`config.mk`:
```
export PLATFORM = sky130hd
export DESIGN_NAME = credit_fifo
export DESIGN_NICKNAME = d
export VERILOG_FILES = /design/src/source/credit_fifo.sv
export SDC_FILE = /design/constraint.sdc
export NUM_CORES = 1
export LEC_CHECK = 0
export BUFFER_PORTS_ARGS = -buffer_cell sky130_fd_sc_hd__buf_2
export CORE_AREA = 5 5 104 106
export DETAILED_ROUTE_END_ITERATION = 8
export DIE_AREA = 0 0 109 111
export PLACE_DENSITY = 0.72
export SLEW_MARGIN = 10
export SYNTH_ARGS = -nofsm -noshare
export SYNTH_HDL_FRONTEND = slang
export SYNTH_SLANG_ARGS = --single-unit
```
`constraint.sdc`:
```
create_clock -name clk -period 2.4 [get_ports clk]
set_input_delay 0.12 -clock clk [delete_from_list [all_inputs] [get_ports clk]]
set_output_delay 0.12 -clock clk [all_outputs]
set_load 0.005 [all_outputs]
```
`src/source/credit_fifo.sv`:
```
`default_nettype none
`timescale 1ns/100ps

module credit_fifo #(
    parameter int WIDTH = 32,
    parameter int DEPTH = 4
) (
    input  logic             clk,
    input  logic             AR_VALID,

    // Write side, sender tracks space by credits.
    input  logic             i_push,
    input  logic [WIDTH-1:0] i_data,
    output logic             o_credit,

    // Show-ahead read side.
    output logic             o_valid,
    output logic [WIDTH-1:0] o_data,
    input  logic             i_pop
);

    localparam int PW = (DEPTH > 1) ? $clog2(DEPTH) : 1;
    localparam int CW = $clog2(DEPTH + 1);

    logic [WIDTH-1:0] mem [DEPTH];

    logic [PW-1:0] wr_ptr;
    logic [PW-1:0] rd_ptr;
    logic [CW-1:0] count;
    logic          pop_ok;

    // --------------------------------------------------
    // Head and credit return
    // --------------------------------------------------

    assign o_valid  = (count != '0);
    assign o_data   = mem[rd_ptr];
    assign pop_ok   = i_pop && o_valid;
    assign o_credit = pop_ok; // One credit per removed entry.

    // --------------------------------------------------
    // Pointers and occupancy
    // --------------------------------------------------

    always_ff @(posedge clk, posedge AR_VALID) begin
        if (AR_VALID) begin
            wr_ptr <= '0;
            rd_ptr <= '0;
            count  <= '0;
        end else begin
            if (i_push) begin
                wr_ptr <= (wr_ptr == PW'(DEPTH - 1)) ? '0 : wr_ptr + 1'b1;
            end
            if (pop_ok) begin
                rd_ptr <= (rd_ptr == PW'(DEPTH - 1)) ? '0 : rd_ptr + 1'b1;
            end
            count <= count + CW'(i_push) - CW'(pop_ok);
        end
    end

    // Storage.
    always_ff @(posedge clk) begin
        if (i_push) mem[wr_ptr] <= i_data;
    end

endmodule

`default_nettype wire

```
==> Word level (Yosys, flattened, before mapping) <==
Memory sizes are Yosys's and may differ from the RTL's.
Cells that the tools add are included.
{ "word_totals": {"register_bits": 7, "ramBits": 128, "inputBits": 36, "mem_count": 1} }
{ "mem_list": {"columns": ["name", "words", "width", "read_ports", "rd_ports_with_merged_regs", "wr", "line_no", "text"], "rows": [
  ["mem", 4, 32, 1, 0, 1, "25", "logic [WIDTH-1:0] mem [DEPTH];"]
]} }
{ "classes": {"addsub": 4, "n_eq_ne": 2, "n_mux": 4, "n_reduce_logical": 2} }
{ "ops": {"columns": ["cell", "n"], "rows": [
  ["2-bit by 1-bit adder with 2-bit output (second input constant)", 2],
  ["2-bit == test (second input constant)", 2],
  ["2-bit 2-to-1 mux", 2],
  ["3-bit by 1-bit adder with 3-bit output", 1],
  ["3-bit nonzero test", 1],
  ["3-bit by 1-bit subtractor with 3-bit output", 1],
  ["1-bit 2-to-1 mux", 2],
  ["1-bit logical AND", 1]
]} }

==> Longest topological paths before layout <==
{ "logic_depth": {"word_depth": 3, "ltp_mapped": 9, "mapped_depth_nobuf": 9} }

==> Worst setup path before layout <==
Ideal clock, no wire load.
{ "synth_timing": {"kind": "register to register", "from": "reg count[1]", "to": "reg count[2]", "setup_time_ns": 0.123, "t_arrival_ns": 2.029, "path_slack_ns": 0.248, "stages_incl_launch_ff": 10, "period_less_slack_ns": 2.152, "path_cell_list": "dfrtp_1 o31ai_1 inv_1 ha_1 inv_1 ha_1 inv_1 fa_1 xnor2_1 xnor2_1"} }
{ "synth_between": {"elab_chain_cells": 3} }
{ "synth_rtl": {"columns": ["element", "line_no", "text"], "rows": [
  ["start, declared", "29", "logic [CW-1:0] count;"],
  ["start signal, assigned", "57", "count <= count + CW'(i_push) - CW'(pop_ok);"],
  ["3-bit nonzero test", "36", "assign o_valid = (count != '0);"],
  ["1-bit logical AND", "38", "assign pop_ok = i_pop && o_valid;"],
  ["net o_credit", "14", "output logic o_credit,"],
  ["3-bit by 1-bit subtractor with 3-bit output", "57", null]
]} }
The timed path passes the listed nets, and every way through them passes these cells.
A chain may end at the register's enable or synchronous reset.

==> Final worst setup path <==
{ "layout_timing": {"from": "reg rd_ptr[0]", "to": "out o_data[23]"} }
{ "layout_between": {"elab_chain_cells": 1} }
{ "layout_rtl": {"columns": ["element", "line_no", "text"], "rows": [
  ["start, declared", "28", "logic [PW-1:0] rd_ptr;"],
  ["start signal, assigned", "55", "rd_ptr <= (rd_ptr == PW'(DEPTH - 1)) ? '0 : rd_ptr + 1'b1;"],
  ["memory read 4 x 32 bit", null, null],
  ["end, declared", "18", "output logic [WIDTH-1:0] o_data,"]
]} }
Every way passes these cells.

==> results.toml <==
[layout]
nNetsFinal = 374
seqCellArea_mm2 = 0.00402
fillCellCount = 629
finalInstanceArea_mm2 = 0.00652
multi_input_area_um2 = 953
final_cell_mix = "128 x edfxtp_1, 69 x buf_2, 34 x dlygate4sd3_1"
utilization_pct = 67.3
areaGrowthSynthToFinish_pct = 28.1
drive_gt1_share_pct = 41.7
final_common_cell = "edfxtp_1"
diodes = 0

[route]
antenna_left = 0
drtIter0Drc = 98
via_per_inst = 5.09
firstDrtPassIters = 4
vias = 2422
drc = 0
post_drt_wl_per_cell_um = 18.8
postRouteWirelength_um = 8950

[synthesis]
synth_seq_cells = 135
syn_area_per_cell_um2 = 24.7
synth.net_count = 250
synth-seq-area-share_pct = 79.0
ys_warn_count = 0
syn_area_mm2 = 0.00509
netlist_instances = 206
synth_cell_types = 20

[critical_path]
critPathLaunchType = "flip-flop"
crit_chain = "buf_4, mux4_2, buf_2"
crit_required_ps = 2280
worstSetupEndpointType = "output port"
crit_path_max_incr_delay_ps = 670
cpMaxStageDelayCell = "dfrtp_4"
path_class = "reg2out"
r2r-end = "count[2]$_DFF_PP0_"
r2r-start = "count[1]$_DFF_PP0_"
critPathBufInv = 2
crit_family = "flip-flops"
r2r_cells = 9
cp_max_fo = 19
r2r_slack_ps = 230
crit_arrival_ps = 2110

[grt]
grt_overflow = 0
antenna_found_initial = 0
grt_pass1_vias = 2683
grt_max_degree = 29
grt_pass1_wl_um = 14300
track_usage_pct = 16.3

[timing]
fin_skew_ps = 4.25
rsz0062_at_grt = "false"
hold_viol_final = 0
tightest_slew_ps = 585
setup_violations = 0
min_period_ps = 2230
finalMaxSlewViolations = 0
fin_crit_sh_pct = 92.8
fin_ws_ps = 173
maxSlewHeadroom_pct = 61.0
fin_tns_setup_ps = 0
clock.fmax_ghz = 0.449

[place]
io_buffers = 69
pre_cts_slack_ps = 244
gp_congestion = 0.698
place_area_mm2 = 0.00564
dpl.hpwl_um = 5280

[clock_tree]
clk_latency_ps = 510
clock-sinks = 135
cts_root_buf = "clkbuf_8"
post-cts-setup-buffers = 0
clockBufferDepth = 2
h-tree-depth = 4
cts_tree = "done"
cts_buffers = 17
clkTransAtPathRegs_ps = 50

[floorplan]
start_util_pct = 52.5
core_mm2 = 0.00968
ios = 70
core.rowCount = 36
dieArea_mm2 = 0.0121
die_y_um = 111
die_x_um = 109

[flow_run]
maxCapViolations = 0

[worst_hold_path]
worstHoldEndpoint = "rd_ptr[1]$_DFFE_PP0P_"
holdPathStages = 4
hold_path.class = "in2reg"
holdCritStartpoint = "i_pop"

[outcome]
outcome = "complete, no violations"

[pwr]
power_density_mw_per_mm2 = 1150
ir_worst_vdd_mv = 0.672
cellLeakagePower_nw = 2.36
synth_stat cells:
master      n  area [um2]
edfxtp_1  128        3840
mux4_2     28         631
inv_1       8        30.0
dfrtp_1     7         175
ha_1        7        87.6
and2_1      4        25.0
mux4_1      4         105
buf_12      3        60.1
buf_2       3        15.0
mux2_2      2        22.5
o21ai_0     2        10.0
xnor2_1     2        17.5
buf_6       1        11.3
clkbuf_1    1        3.75
fa_1        1        20.0
nand2_1     1        3.75
nor2_1      1        3.75
o31ai_1     1        7.51
or3_1       1        6.26
or3b_2      1        8.76
registers in the layout, indices dropped and copies added (netlist names):
name / count
wr_ptr: 2
mem: 128
count: 3
rd_ptr: 2
worst min-delay path, delay by kind of cell:
family / cells / cell delay [ps]
AOI/OAI and AO/OA: 1 / 70
buffers and inverters: 2 / 220
muxes: 1 / 130
kinds of logic after synthesis:
kind of cell / after synthesis / synth area share, %
and+or+nand+nor: 8 / 0.934
muxes: 34 / 14.9
DFF: 135 / 79.0
AOI/OAI and AO/OA: 3 / 0.344
buffers and inverters: 16 / 2.36
adders and majority gates: 8 / 2.12
xor gates and xnor gates: 2 / 0.344
area by class of cell:
type,instances,share of cell area (%)
flip-flops and latches,135,61.7
multi-input cells,55,14.6
repair buffers,113,12.4
clock buffers,18,6.41
well taps,133,2.55
clock inverters,14,1.77
inverters,8,0.461
routing by layer:
layer  track usage [%]  wire length [um]  up-vias
met4              7.07               122        0
met5                 0                 0        -
met3              4.66               347        9
li1                  -                 -     1111
met1              19.9              3700     1249
met2              26.9              4780       53
per-stage QoR:
step,total power (W),std cells,hold WS [ps]
6_report,0.00748,476,66.0
5_1_grt,0.00786,476,82.0
4_1_cts,0.00760,476,43.0
3_5_place_dp,0.00520,410,66.8
3_3_place_gp,0.00515,410,62.1
2_1_floorplan,0.00451,206,-76.6
timing repair:
item,CTS,global route
hold buffers,34,0
setup endpoints to repair,6,0
resized for setup,1,0
hold endpoints to repair,138,0
power breakdown:
group	total, W	switching (W)	leakage, nW	internal [W]
Clock	0.00231	0.000872	0.271	0.00144
Combinational	0.00185	0.000801	0.834	0.00105
Sequential	0.00331	0.000273	1.26	0.00304
worst max path at each step:
stage	from	to	slack [ps]	depth (start not counted)
2_1_floorplan	count[1]$_DFF_PP0_	count[2]$_DFF_PP0_	250	9
3_3_place_gp	count[1]$_DFF_PP0_	count[2]$_DFF_PP0_	350	9
3_5_place_dp	count[1]$_DFF_PP0_	count[2]$_DFF_PP0_	240	9
4_1_cts	rd_ptr[0]$_DFFE_PP0P_	o_data[23]	120	3
5_1_grt	count[1]$_DFF_PP0_	count[2]$_DFF_PP0_	40	9
6_report	rd_ptr[0]$_DFFE_PP0P_	o_data[23]	170	3
Power figures use the tool's default switching activity.
