File: config.mk
export PLATFORM = sky130hd
export DESIGN_NAME = axi_slave
export DESIGN_NICKNAME = d
export VERILOG_FILES = /design/src/common/axi_pkg.sv /design/src/common/mem_pkg.sv /design/src/axi_slave/axi_slave.sv
export SDC_FILE = /design/constraint.sdc
export NUM_CORES = 1
export LEC_CHECK = 0
export BUFFER_PORTS_ARGS = -buffer_cell sky130_fd_sc_hd__buf_4
export CORE_MARGIN = 1
export CORE_UTILIZATION = 35
export DETAILED_ROUTE_END_ITERATION = 8
export PLACE_DENSITY = 0.78
export SYNTH_ARGS = -nofsm -noshare
export SYNTH_HDL_FRONTEND = slang
export SYNTH_SLANG_ARGS = --single-unit
export TNS_END_PERCENT = 30
File: constraint.sdc
create_clock -name clk -period 4.8 [get_ports clk]
set_input_delay 0 -clock clk [delete_from_list [all_inputs] [get_ports clk]]
set_output_delay 0 -clock clk [all_outputs]
set_load 0.05 [all_outputs]
File: src/common/axi_pkg.sv
`default_nettype none

package axi_pkg;

    // --------------------------------------------------
    // AXI channel field types
    // --------------------------------------------------

    // Byte address as seen on AR and AW.
    typedef logic [15:0] axi_addr_t;

    // Burst length minus one.
    typedef logic [7:0] axi_len_t;

    typedef logic [31:0] axi_data_t; // One beat.
    typedef logic [3:0]  axi_strb_t; // One bit per byte lane.

    // --------------------------------------------------
    // Response codes
    // --------------------------------------------------

    typedef logic [1:0] axi_resp_t;

    // Only OKAY is ever returned.
    localparam axi_resp_t RESP_OKAY = 2'b00;

endpackage

`default_nettype wire

File: src/common/mem_pkg.sv
`default_nettype none

package mem_pkg;

    // --------------------------------------------------
    // Word memory types
    // --------------------------------------------------

    // Stored word, same width as an AXI beat.
    typedef logic [31:0] mem_word_t;

    // Byte enables for a word write.
    typedef logic [3:0] mem_strb_t;

    // Word index.
    // Wide enough for the largest memory, a smaller memory
    // looks only at the low bits.
    typedef logic [13:0] mem_addr_t;

endpackage

`default_nettype wire

File: src/axi_slave/axi_slave.sv
`default_nettype none
`timescale 1ns/100ps

module axi_slave
    import axi_pkg::*, mem_pkg::*;
#(
    parameter int REQ_DEPTH = 4
) (
    input  logic      clk,
    input  logic      AR_VALID,

    // Read address.
    input  logic      i_ar_valid,
    output logic      o_ar_ready,
    input  axi_addr_t i_ar_addr,
    input  axi_len_t  i_ar_len,

    // Read data.
    output logic      o_r_valid,
    input  logic      i_r_ready,
    output axi_data_t o_r_data,
    output axi_resp_t o_r_resp,
    output logic      o_r_last,

    // Write address.
    input  logic      i_aw_valid,
    output logic      o_aw_ready,
    input  axi_addr_t i_aw_addr,
    input  axi_len_t  i_aw_len,

    // Write data.
    input  logic      i_w_valid,
    output logic      o_w_ready,
    input  axi_data_t i_w_data,
    input  axi_strb_t i_w_strb,
    input  logic      i_w_last,

    // Write response.
    output logic      o_b_valid,
    input  logic      i_b_ready,
    output axi_resp_t o_b_resp,

    // Word requests towards the memory.
    output logic      o_req_push,
    output logic      o_req_we,
    output mem_strb_t o_req_strb,
    output mem_addr_t o_req_addr,
    output mem_word_t o_req_data,
    input  logic      i_req_credit,

    // Read words coming back.
    input  logic      i_resp_valid,
    input  mem_word_t i_resp_data,
    output logic      o_resp_pop
);

    localparam int CW = $clog2(REQ_DEPTH + 1);

    typedef enum logic [1:0] {
        IDLE,
        READ,
        WRITE,
        RESP
    } state_t;

    state_t    state_q;
    state_t    state_d;

    axi_len_t  len_q;     // Length of the burst in progress.
    mem_addr_t addr_q;    // Word index of the next request.
    logic [8:0] iss_cnt;  // Requests issued so far.
    axi_len_t  r_cnt;     // R beats transferred so far.
    logic [CW-1:0] credit_q;

    logic ar_hs;
    logic aw_hs;
    logic w_hs;
    logic r_hs;
    logic b_hs;
    logic rd_issue;
    logic w_final;

    // --------------------------------------------------
    // Channel handshakes
    // --------------------------------------------------

    // AW is held off while AR waits, so reads win a tie.
    assign o_ar_ready = (state_q == IDLE);
    assign o_aw_ready = (state_q == IDLE) && !i_ar_valid;
    assign o_w_ready  = (state_q == WRITE) && (credit_q != '0);

    assign ar_hs = i_ar_valid && o_ar_ready;
    assign aw_hs = i_aw_valid && o_aw_ready;
    assign w_hs  = i_w_valid && o_w_ready;
    assign r_hs  = o_r_valid && i_r_ready;
    assign b_hs  = o_b_valid && i_b_ready;

    // Beat count ends a write burst, i_w_last is not consulted.
    assign w_final = (iss_cnt[7:0] == len_q);

    // --------------------------------------------------
    // Request issue
    // --------------------------------------------------

    assign rd_issue = (state_q == READ) && (credit_q != '0) &&
                      (iss_cnt != ({1'b0, len_q} + 9'd1));

    assign o_req_push = rd_issue || w_hs;
    assign o_req_we   = (state_q == WRITE);
    assign o_req_strb = i_w_strb;
    assign o_req_addr = addr_q;
    assign o_req_data = i_w_data;

    // --------------------------------------------------
    // Response side
    // --------------------------------------------------

    assign o_r_valid  = (state_q == READ) && i_resp_valid;
    assign o_r_data   = i_resp_data;
    assign o_r_resp   = RESP_OKAY;
    assign o_r_last   = o_r_valid && (r_cnt == len_q);
    assign o_resp_pop = r_hs;

    assign o_b_valid = (state_q == RESP);
    assign o_b_resp  = RESP_OKAY;

    // --------------------------------------------------
    // FSM
    // --------------------------------------------------

    always_comb begin
        state_d = state_q;
        case (state_q)
            IDLE: begin
                if (ar_hs) begin
                    state_d = READ;
                end else if (aw_hs) begin
                    state_d = WRITE;
                end
            end
            READ: begin
                if (r_hs && o_r_last) state_d = IDLE;
            end
            WRITE: begin
                if (w_hs && w_final) state_d = RESP;
            end
            RESP: begin
                if (b_hs) state_d = IDLE;
            end
            default: state_d = IDLE;
        endcase
    end

    always_ff @(posedge clk, posedge AR_VALID) begin
        if (AR_VALID) begin
            state_q  <= IDLE;
            len_q    <= '0;
            addr_q   <= '0;
            iss_cnt  <= '0;
            r_cnt    <= '0;
            credit_q <= CW'(REQ_DEPTH); // Buffer starts empty.
        end else begin
            state_q  <= state_d;
            credit_q <= credit_q + CW'(i_req_credit) - CW'(o_req_push);

            if (ar_hs) begin
                len_q   <= i_ar_len;
                addr_q  <= i_ar_addr[15:2]; // Byte to word.
                iss_cnt <= '0;
                r_cnt   <= '0;
            end else if (aw_hs) begin
                len_q   <= i_aw_len;
                addr_q  <= i_aw_addr[15:2];
                iss_cnt <= '0;
            end else if (o_req_push) begin
                addr_q  <= addr_q + 1'b1;
                iss_cnt <= iss_cnt + 9'd1;
            end

            if (r_hs) r_cnt <= r_cnt + 1'b1;
        end
    end

endmodule

`default_nettype wire

-- After elaboration in Yosys (flattened, before gate mapping)
Index checks and enable logic that the tools add are counted.
- register bits: 44
- input port bits: 126
- word-level logic and storage cells: 59
- add/subtract/negate cells: 6
- mux-type cells: 16
- eq/ne operators: 10
- reduce and logical (&&, ||, !) cells: 21
- operators with widths (cell ; number):
    2-to-1 mux 14 bit ; 3
    2-to-1 mux 8 bit ; 4
    2-to-1 mux 9 bit ; 3
    equality test 8 bit ; 2
    adder 14 x 1 -> 14 bit (second input constant) ; 1
    logical AND 1 bit ; 13
    2-to-1 mux 2 bit ; 5
    adder 8 x 1 -> 9 bit (second input constant) ; 1
    adder 9 x 1 -> 9 bit (second input constant) ; 1
    != test 9 bit ; 1
    adder 8 x 1 -> 8 bit (second input constant) ; 1
    case mux 2 bit (4 select lines) ; 1
    != test 2 x 1 -> 1 bit (second input constant) ; 3
    nonzero test 3 bit ; 2
    equality test 2 bit (second input constant) ; 2
    AND reduction 4 bit ; 1
    nonzero test 2 bit ; 2
    adder 3 x 1 -> 3 bit ; 1
    != test 3 x 1 -> 1 bit (second input constant) ; 1
    subtractor 3 x 1 -> 3 bit ; 1
    equality test 2 x 1 -> 1 bit (second input constant) ; 1
    logical NOT 2 bit ; 1
    logical NOT 1 bit ; 1
    logical OR 1 bit ; 1

-- Longest topological paths before layout
- word-level depth: 7
- gate-level depth with buffers: 15
- gate-level depth less buffers: 13

-- Least setup slack after synthesis
OpenSTA, ideal clock, no wires.
- path type: reg2reg
- start point: register credit_q[2]
- end point: register credit_q[1]
- path buffers: 1
- data required time: 4.686 ns
- path slack: 1.342 ns
- setup time: 0.114 ns
- arrival: 3.344 ns
- cell stages (with the launch flop): 13
- cells stage by stage: dfstp_2 nor3_1 nor2_1 and2_1 a21oi_4 buf_2 inv_1 ha_1 inv_1 ha_1 inv_1 fa_1 inv_1
- word-level cells in the longest chain between the ends: 5
- elaborated cells on any way between the ends: 7
- ends and longest elaborated chain (item ; line ; source):
    from (decl) ; axi_slave.sv:73 ; logic [CW-1:0] credit_q;
    from (signal assigned) ; axi_slave.sv:161 ; credit_q <= CW'(REQ_DEPTH);
    from (signal assigned) ; axi_slave.sv:164 ; credit_q <= credit_q + CW'(i_req_credit) - CW'(o_req_push);
    nonzero test 3 bit ; axi_slave.sv:90 ; assign o_w_ready = (state_q == WRITE) && (credit_q != '0);
    logical AND 1 bit ; axi_slave.sv:90 ;
    net o_w_ready ; axi_slave.sv:33 ; output logic o_w_ready,
    logical AND 1 bit ; axi_slave.sv:94 ; assign w_hs = i_w_valid && o_w_ready;
    logical OR 1 bit ; axi_slave.sv:108 ; assign o_req_push = rd_issue || w_hs;
    net o_req_push ; axi_slave.sv:44 ; output logic o_req_push,
    subtractor 3 x 1 -> 3 bit ; axi_slave.sv:164 ;
The timed path passes the listed nets, and every way through them passes these cells.
A chain may end at the register's enable or synchronous reset.

-- Final worst setup path
- start point: register len_q[0]
- end point: register credit_q[2]
- word-level cells in the longest chain between the ends: 5
- ends and longest elaborated chain (item ; line ; source):
    from (decl) ; axi_slave.sv:69 ; axi_len_t len_q;
    from (signal assigned) ; axi_slave.sv:167 ; len_q <= i_ar_len;
    from (signal assigned) ; axi_slave.sv:172 ; len_q <= i_aw_len;
    adder 8 x 1 -> 9 bit ; axi_slave.sv:106 ; (iss_cnt != ({1'b0, len_q} + 9'd1));
    != test 9 bit ; axi_slave.sv:106 ;
    logical AND 1 bit ; axi_slave.sv:105 ; assign rd_issue = (state_q == READ) && (credit_q != '0) &&
    logical OR 1 bit ; axi_slave.sv:108 ;
    subtractor 3 x 1 -> 3 bit ; axi_slave.sv:164 ;
Every way passes these cells.

==> run_results.csv <==
group,metric,value,unit
outcome,status,"complete, but fails checks",
outcome,violations,"hold timing",
yosys,netlist_area,3555,sq um
setup_path,crit_slowest_cell,"dfrtp_1",
cts,htreeDepth,2,
die,io_pins,221,
min_path,hp-class,"in2reg",
global_route,antenna_found_initial,0,
detailed_routing,met3WireLength,562,um
cells_and_area,multiInputGateArea,1779,sq um
sta,clock_skew,0.01071,ns
global_route,grt_pass1_vias,2774,
cells_and_area,nFillCells,998,
cts,clock_latency,0.31,ns
cts,cts_tree,"done",
yosys,async_reset_ff_share,100.0,%
setup_path,arrival,3.68,ns
global_route,track_usage,16.67,%
sta,timing.hold.ws,-0.004242,ns
placed_design,hpwl,6624,um
pwr,pwr_density_cell,606.1,nW/um^2
global_route,grt_max_degree,45,
detailed_routing,wire_per_inst,15.24,um
detailed_routing,antenna_left,0,
yosys,synthFlopType,"dfrtp_1",
yosys,synth_cells,427,
sta,rsz0062_at_grt,"no",
setup_path,path_delay_family,"compound AO/OA/AOI/OAI gates",
flow_run,maxCapViolations,0,
die,start_util,36.20,%
setup_path,crit_type,"reg2reg",
detailed_routing,wl_met1,4000,um
global_route,grt_overflow_total,0,
sta,worst_pin_slew,1.117,ns
setup_path,max_stage_delay,0.47,ns
cells_and_area,nets,574,
cts,cts_buffers,5,
sta,clock.fmax,0.2905,GHz
cts,cts_sinks,44,
yosys,ys_ff_latch,44,
placed_design,gp_congestion,0.9236,
yosys,ys_seq_area_share,31.01,%
setup_path,path_cells,"ha_1, nand4b_1, a211oi_1, o311a_1, o221ai_4, a21oi_4, inv_1, ha_1, inv_1, ha_1, inv_1, fa_1, xnor2_1",
sta,slew_headroom,25.27,%
die,die-area,10560,sq um
yosys,yosys_warnings,0,
setup_path,endpoint_kind,"flip-flop",
pwr,p_leak,1.738,nW
yosys,avgSynthCellArea,8.325,sq um
detailed_routing,first_pass_iters,5,
setup_path,crit_buf_inv,3,
detailed_routing,drc,0,
detailed_routing,vias_per_cell,5.264,
cts,postCtsSetupBuffers,0,
global_route,grt_pass1_wl,13710,um
sta,fin_crit,3.442,ns
cts,clk_pin_slew_worst_paths,0.09,ns
cts,cts_buffer_depth,2,
cells_and_area,drive_gt1_share,21.95,%
sta,tns,0,ns
cts,ctsResizeCount,0,
cells_and_area,areaGrowthSynthToFinish,10.88,%
setup_path,crit_required,5.04,ns
die,core_area,9819,sq um
sta,finalHoldViolCount,1,
sta,setup_viol,0,
cells_and_area,register_area,1102,sq um
setup_path,crit_fanout,19,
cells_and_area,antenna_cells,0,
setup_path,start_kind,"flip-flop",
detailed_routing,dr_total_vias,3027,
detailed_routing,wirelength,8762,um
die,die_w,102.8,um
sta,slew_violations,0,
placed_design,io_buffers,75,
detailed_routing,wl_met2,3962,um
cts,root_buffer,"clkbuf_8",
die,die_h,102.8,um
detailed_routing,top_layer,"met4",
pwr,peakVddDrop,0.2908,mV
detailed_routing,drt_iter0_drc,219,
yosys,ys_types,55,
sta,fin_crit_sh,71.71,%
yosys,synth_edf_count,0,
die,num_rows,36,
cts,ctsHoldBuffers,17,
==> power by group <==
part	internal, mW	total, mW	switching [mW]	leakage [nW]
registers	0.507	0.721	0.214	0.547
logic	0.530	1.43	0.896	1.15
clock network	0.103	0.242	0.139	0.0404
total	1.14	2.39	1.25	1.74
==> worst paths after layout <==
path | startpoint | endpoint | slack (ns) | depth (start not counted)
setup / recovery | len_q[0] | credit_q[2] | 1.36 | 13
hold / removal | i_aw_addr[9] | o_req_addr[7] | -0.004 | 3
setup reg to reg | len_q[0] | credit_q[2] | 1.36 | 13
hold reg to reg | r_cnt[7] | r_cnt[7] | 0.51 | 1
max in group asynchronous | AR_VALID | o_req_addr[10] | 4.02 | 4
min in group asynchronous | AR_VALID | o_req_addr[1] | 0.39 | 4
==> worst reg2reg max path: stages (launching register included) <==
cell      delay (ns)
dfrtp_1         0.47
ha_1            0.33
nand4b_1        0.12
a211oi_1        0.26
o311a_1         0.29
o221ai_4        0.18
a21oi_4         0.46
inv_1           0.16
ha_1            0.32
inv_1           0.06
ha_1            0.13
inv_1           0.05
fa_1            0.38
xnor2_1         0.18
==> cell families (layout without fill, tap and decap cells) <==
kind of cell	count (synthesis)	count (layout)	share of synthesized area (%)
xor+xnor	31	31	7.638
fa+ha+maj	7	7	2.675
buf+inv	104	116	19.25
compound gates	93	93	17.88
flops	44	44	31.01
mux	3	3	0.8448
simple gates	144	144	20.59
other cells	1	4	0.1055
==> cell usage after synthesis (2+ instances only) <==
| cell | instances | share of area [%] |
|---|---|---|
| nand2b_1 | 3 | 0.53 |
| nand4_1 | 5 | 0.88 |
| o21ai_1 | 2 | 0.28 |
| o22ai_1 | 3 | 0.53 |
| nand3_1 | 21 | 3.0 |
| o31ai_1 | 3 | 0.63 |
| a22oi_1 | 7 | 1.5 |
| a31oi_1 | 4 | 0.70 |
| nor3b_1 | 4 | 0.84 |
| buf_2 | 7 | 0.99 |
| nor3_1 | 3 | 0.42 |
| nor3_4 | 2 | 0.92 |
| a211oi_1 | 5 | 1.1 |
| and2_1 | 4 | 0.70 |
| xor2_1 | 14 | 3.4 |
| mux2i_1 | 3 | 0.84 |
| nor2_1 | 37 | 3.9 |
| o2111ai_1 | 3 | 0.74 |
| nand2_1 | 34 | 3.6 |
| nor2b_1 | 3 | 0.53 |
| o21ai_0 | 32 | 4.5 |
| buf_4 | 74 | 16 |
| or4_1 | 2 | 0.42 |
| clkbuf_1 | 8 | 0.84 |
| a21oi_1 | 18 | 2.5 |
| xnor2_1 | 17 | 4.2 |
| or3_1 | 4 | 0.70 |
| and3_1 | 11 | 1.9 |
| o211ai_1 | 3 | 0.63 |
| dfrtp_1 | 43 | 30 |
| a211oi_4 | 2 | 1.1 |
| inv_1 | 14 | 1.5 |
| ha_1 | 6 | 2.1 |
| a221o_1 | 3 | 0.84 |
| nor4_1 | 2 | 0.35 |
| nand2_2 | 2 | 0.35 |
==> sequential cells by signal, indices dropped and copies added (netlist names) <==
| register | cells |
|---|---|
| credit_q | 3 |
| len_q | 8 |
| o_req_addr | 14 |
| r_cnt | 8 |
| state_q | 2 |
| iss_cnt | 9 |
==> layout by cell type (no fill, tap or decap), types with 3 or more instances in the layout <==
cell type       n
buf_4          77
dfrtp_1        43
nor2_1         37
nand2_1        34
o21ai_0        32
nand3_1        21
a21oi_1        18
xnor2_1        17
dlygate4sd3_1  17
inv_1          14
xor2_1         14
and3_1         11
a22oi_1         7
ha_1            6
a211oi_1        5
nand4_1         5
clkbuf_8        5
nor3b_1         4
or3_1           4
and2_1          4
a31oi_1         4
conb_1          4
nor3_1          3
o2111ai_1       3
a221o_1         3
nor2b_1         3
nand2b_1        3
mux2i_1         3
o22ai_1         3
o211ai_1        3
o31ai_1         3
==> per-stage QoR <==
step	total power, mW	setup WS, ns	utilization (%)	cell area, sq um	instances
floorplan	1.899	1.342	-	3566	430
global placement	2.055	1.581	37.46	3679	550
detailed placement	2.119	1.411	37.46	3679	550
CTS	2.385	1.394	40.14	3941	575
global route	2.558	1.066	40.14	3941	575
finish	2.389	1.358	40.14	3941	575
==> area by class of cell <==
class                   count  share of cell area (%)
repair buffers             94                   18.98
inverters                  14                   1.333
clock inverters             3                  0.6032
well taps                 133                   4.222
flip-flops and latches     44                   27.97
multi-input cells         282                   45.14
clock buffers               5                   1.746
==> per-layer routing <==
metal | GRT usage, % | vias to the layer above
met3 | 2.847 | 36
met1 | 23.58 | 1430
met2 | 24.77 | 133
li1 | - | 1428
met4 | 7.692 | 0
met5 | 0 | -
No activity file was read; power rests on OpenSTA's default activity.
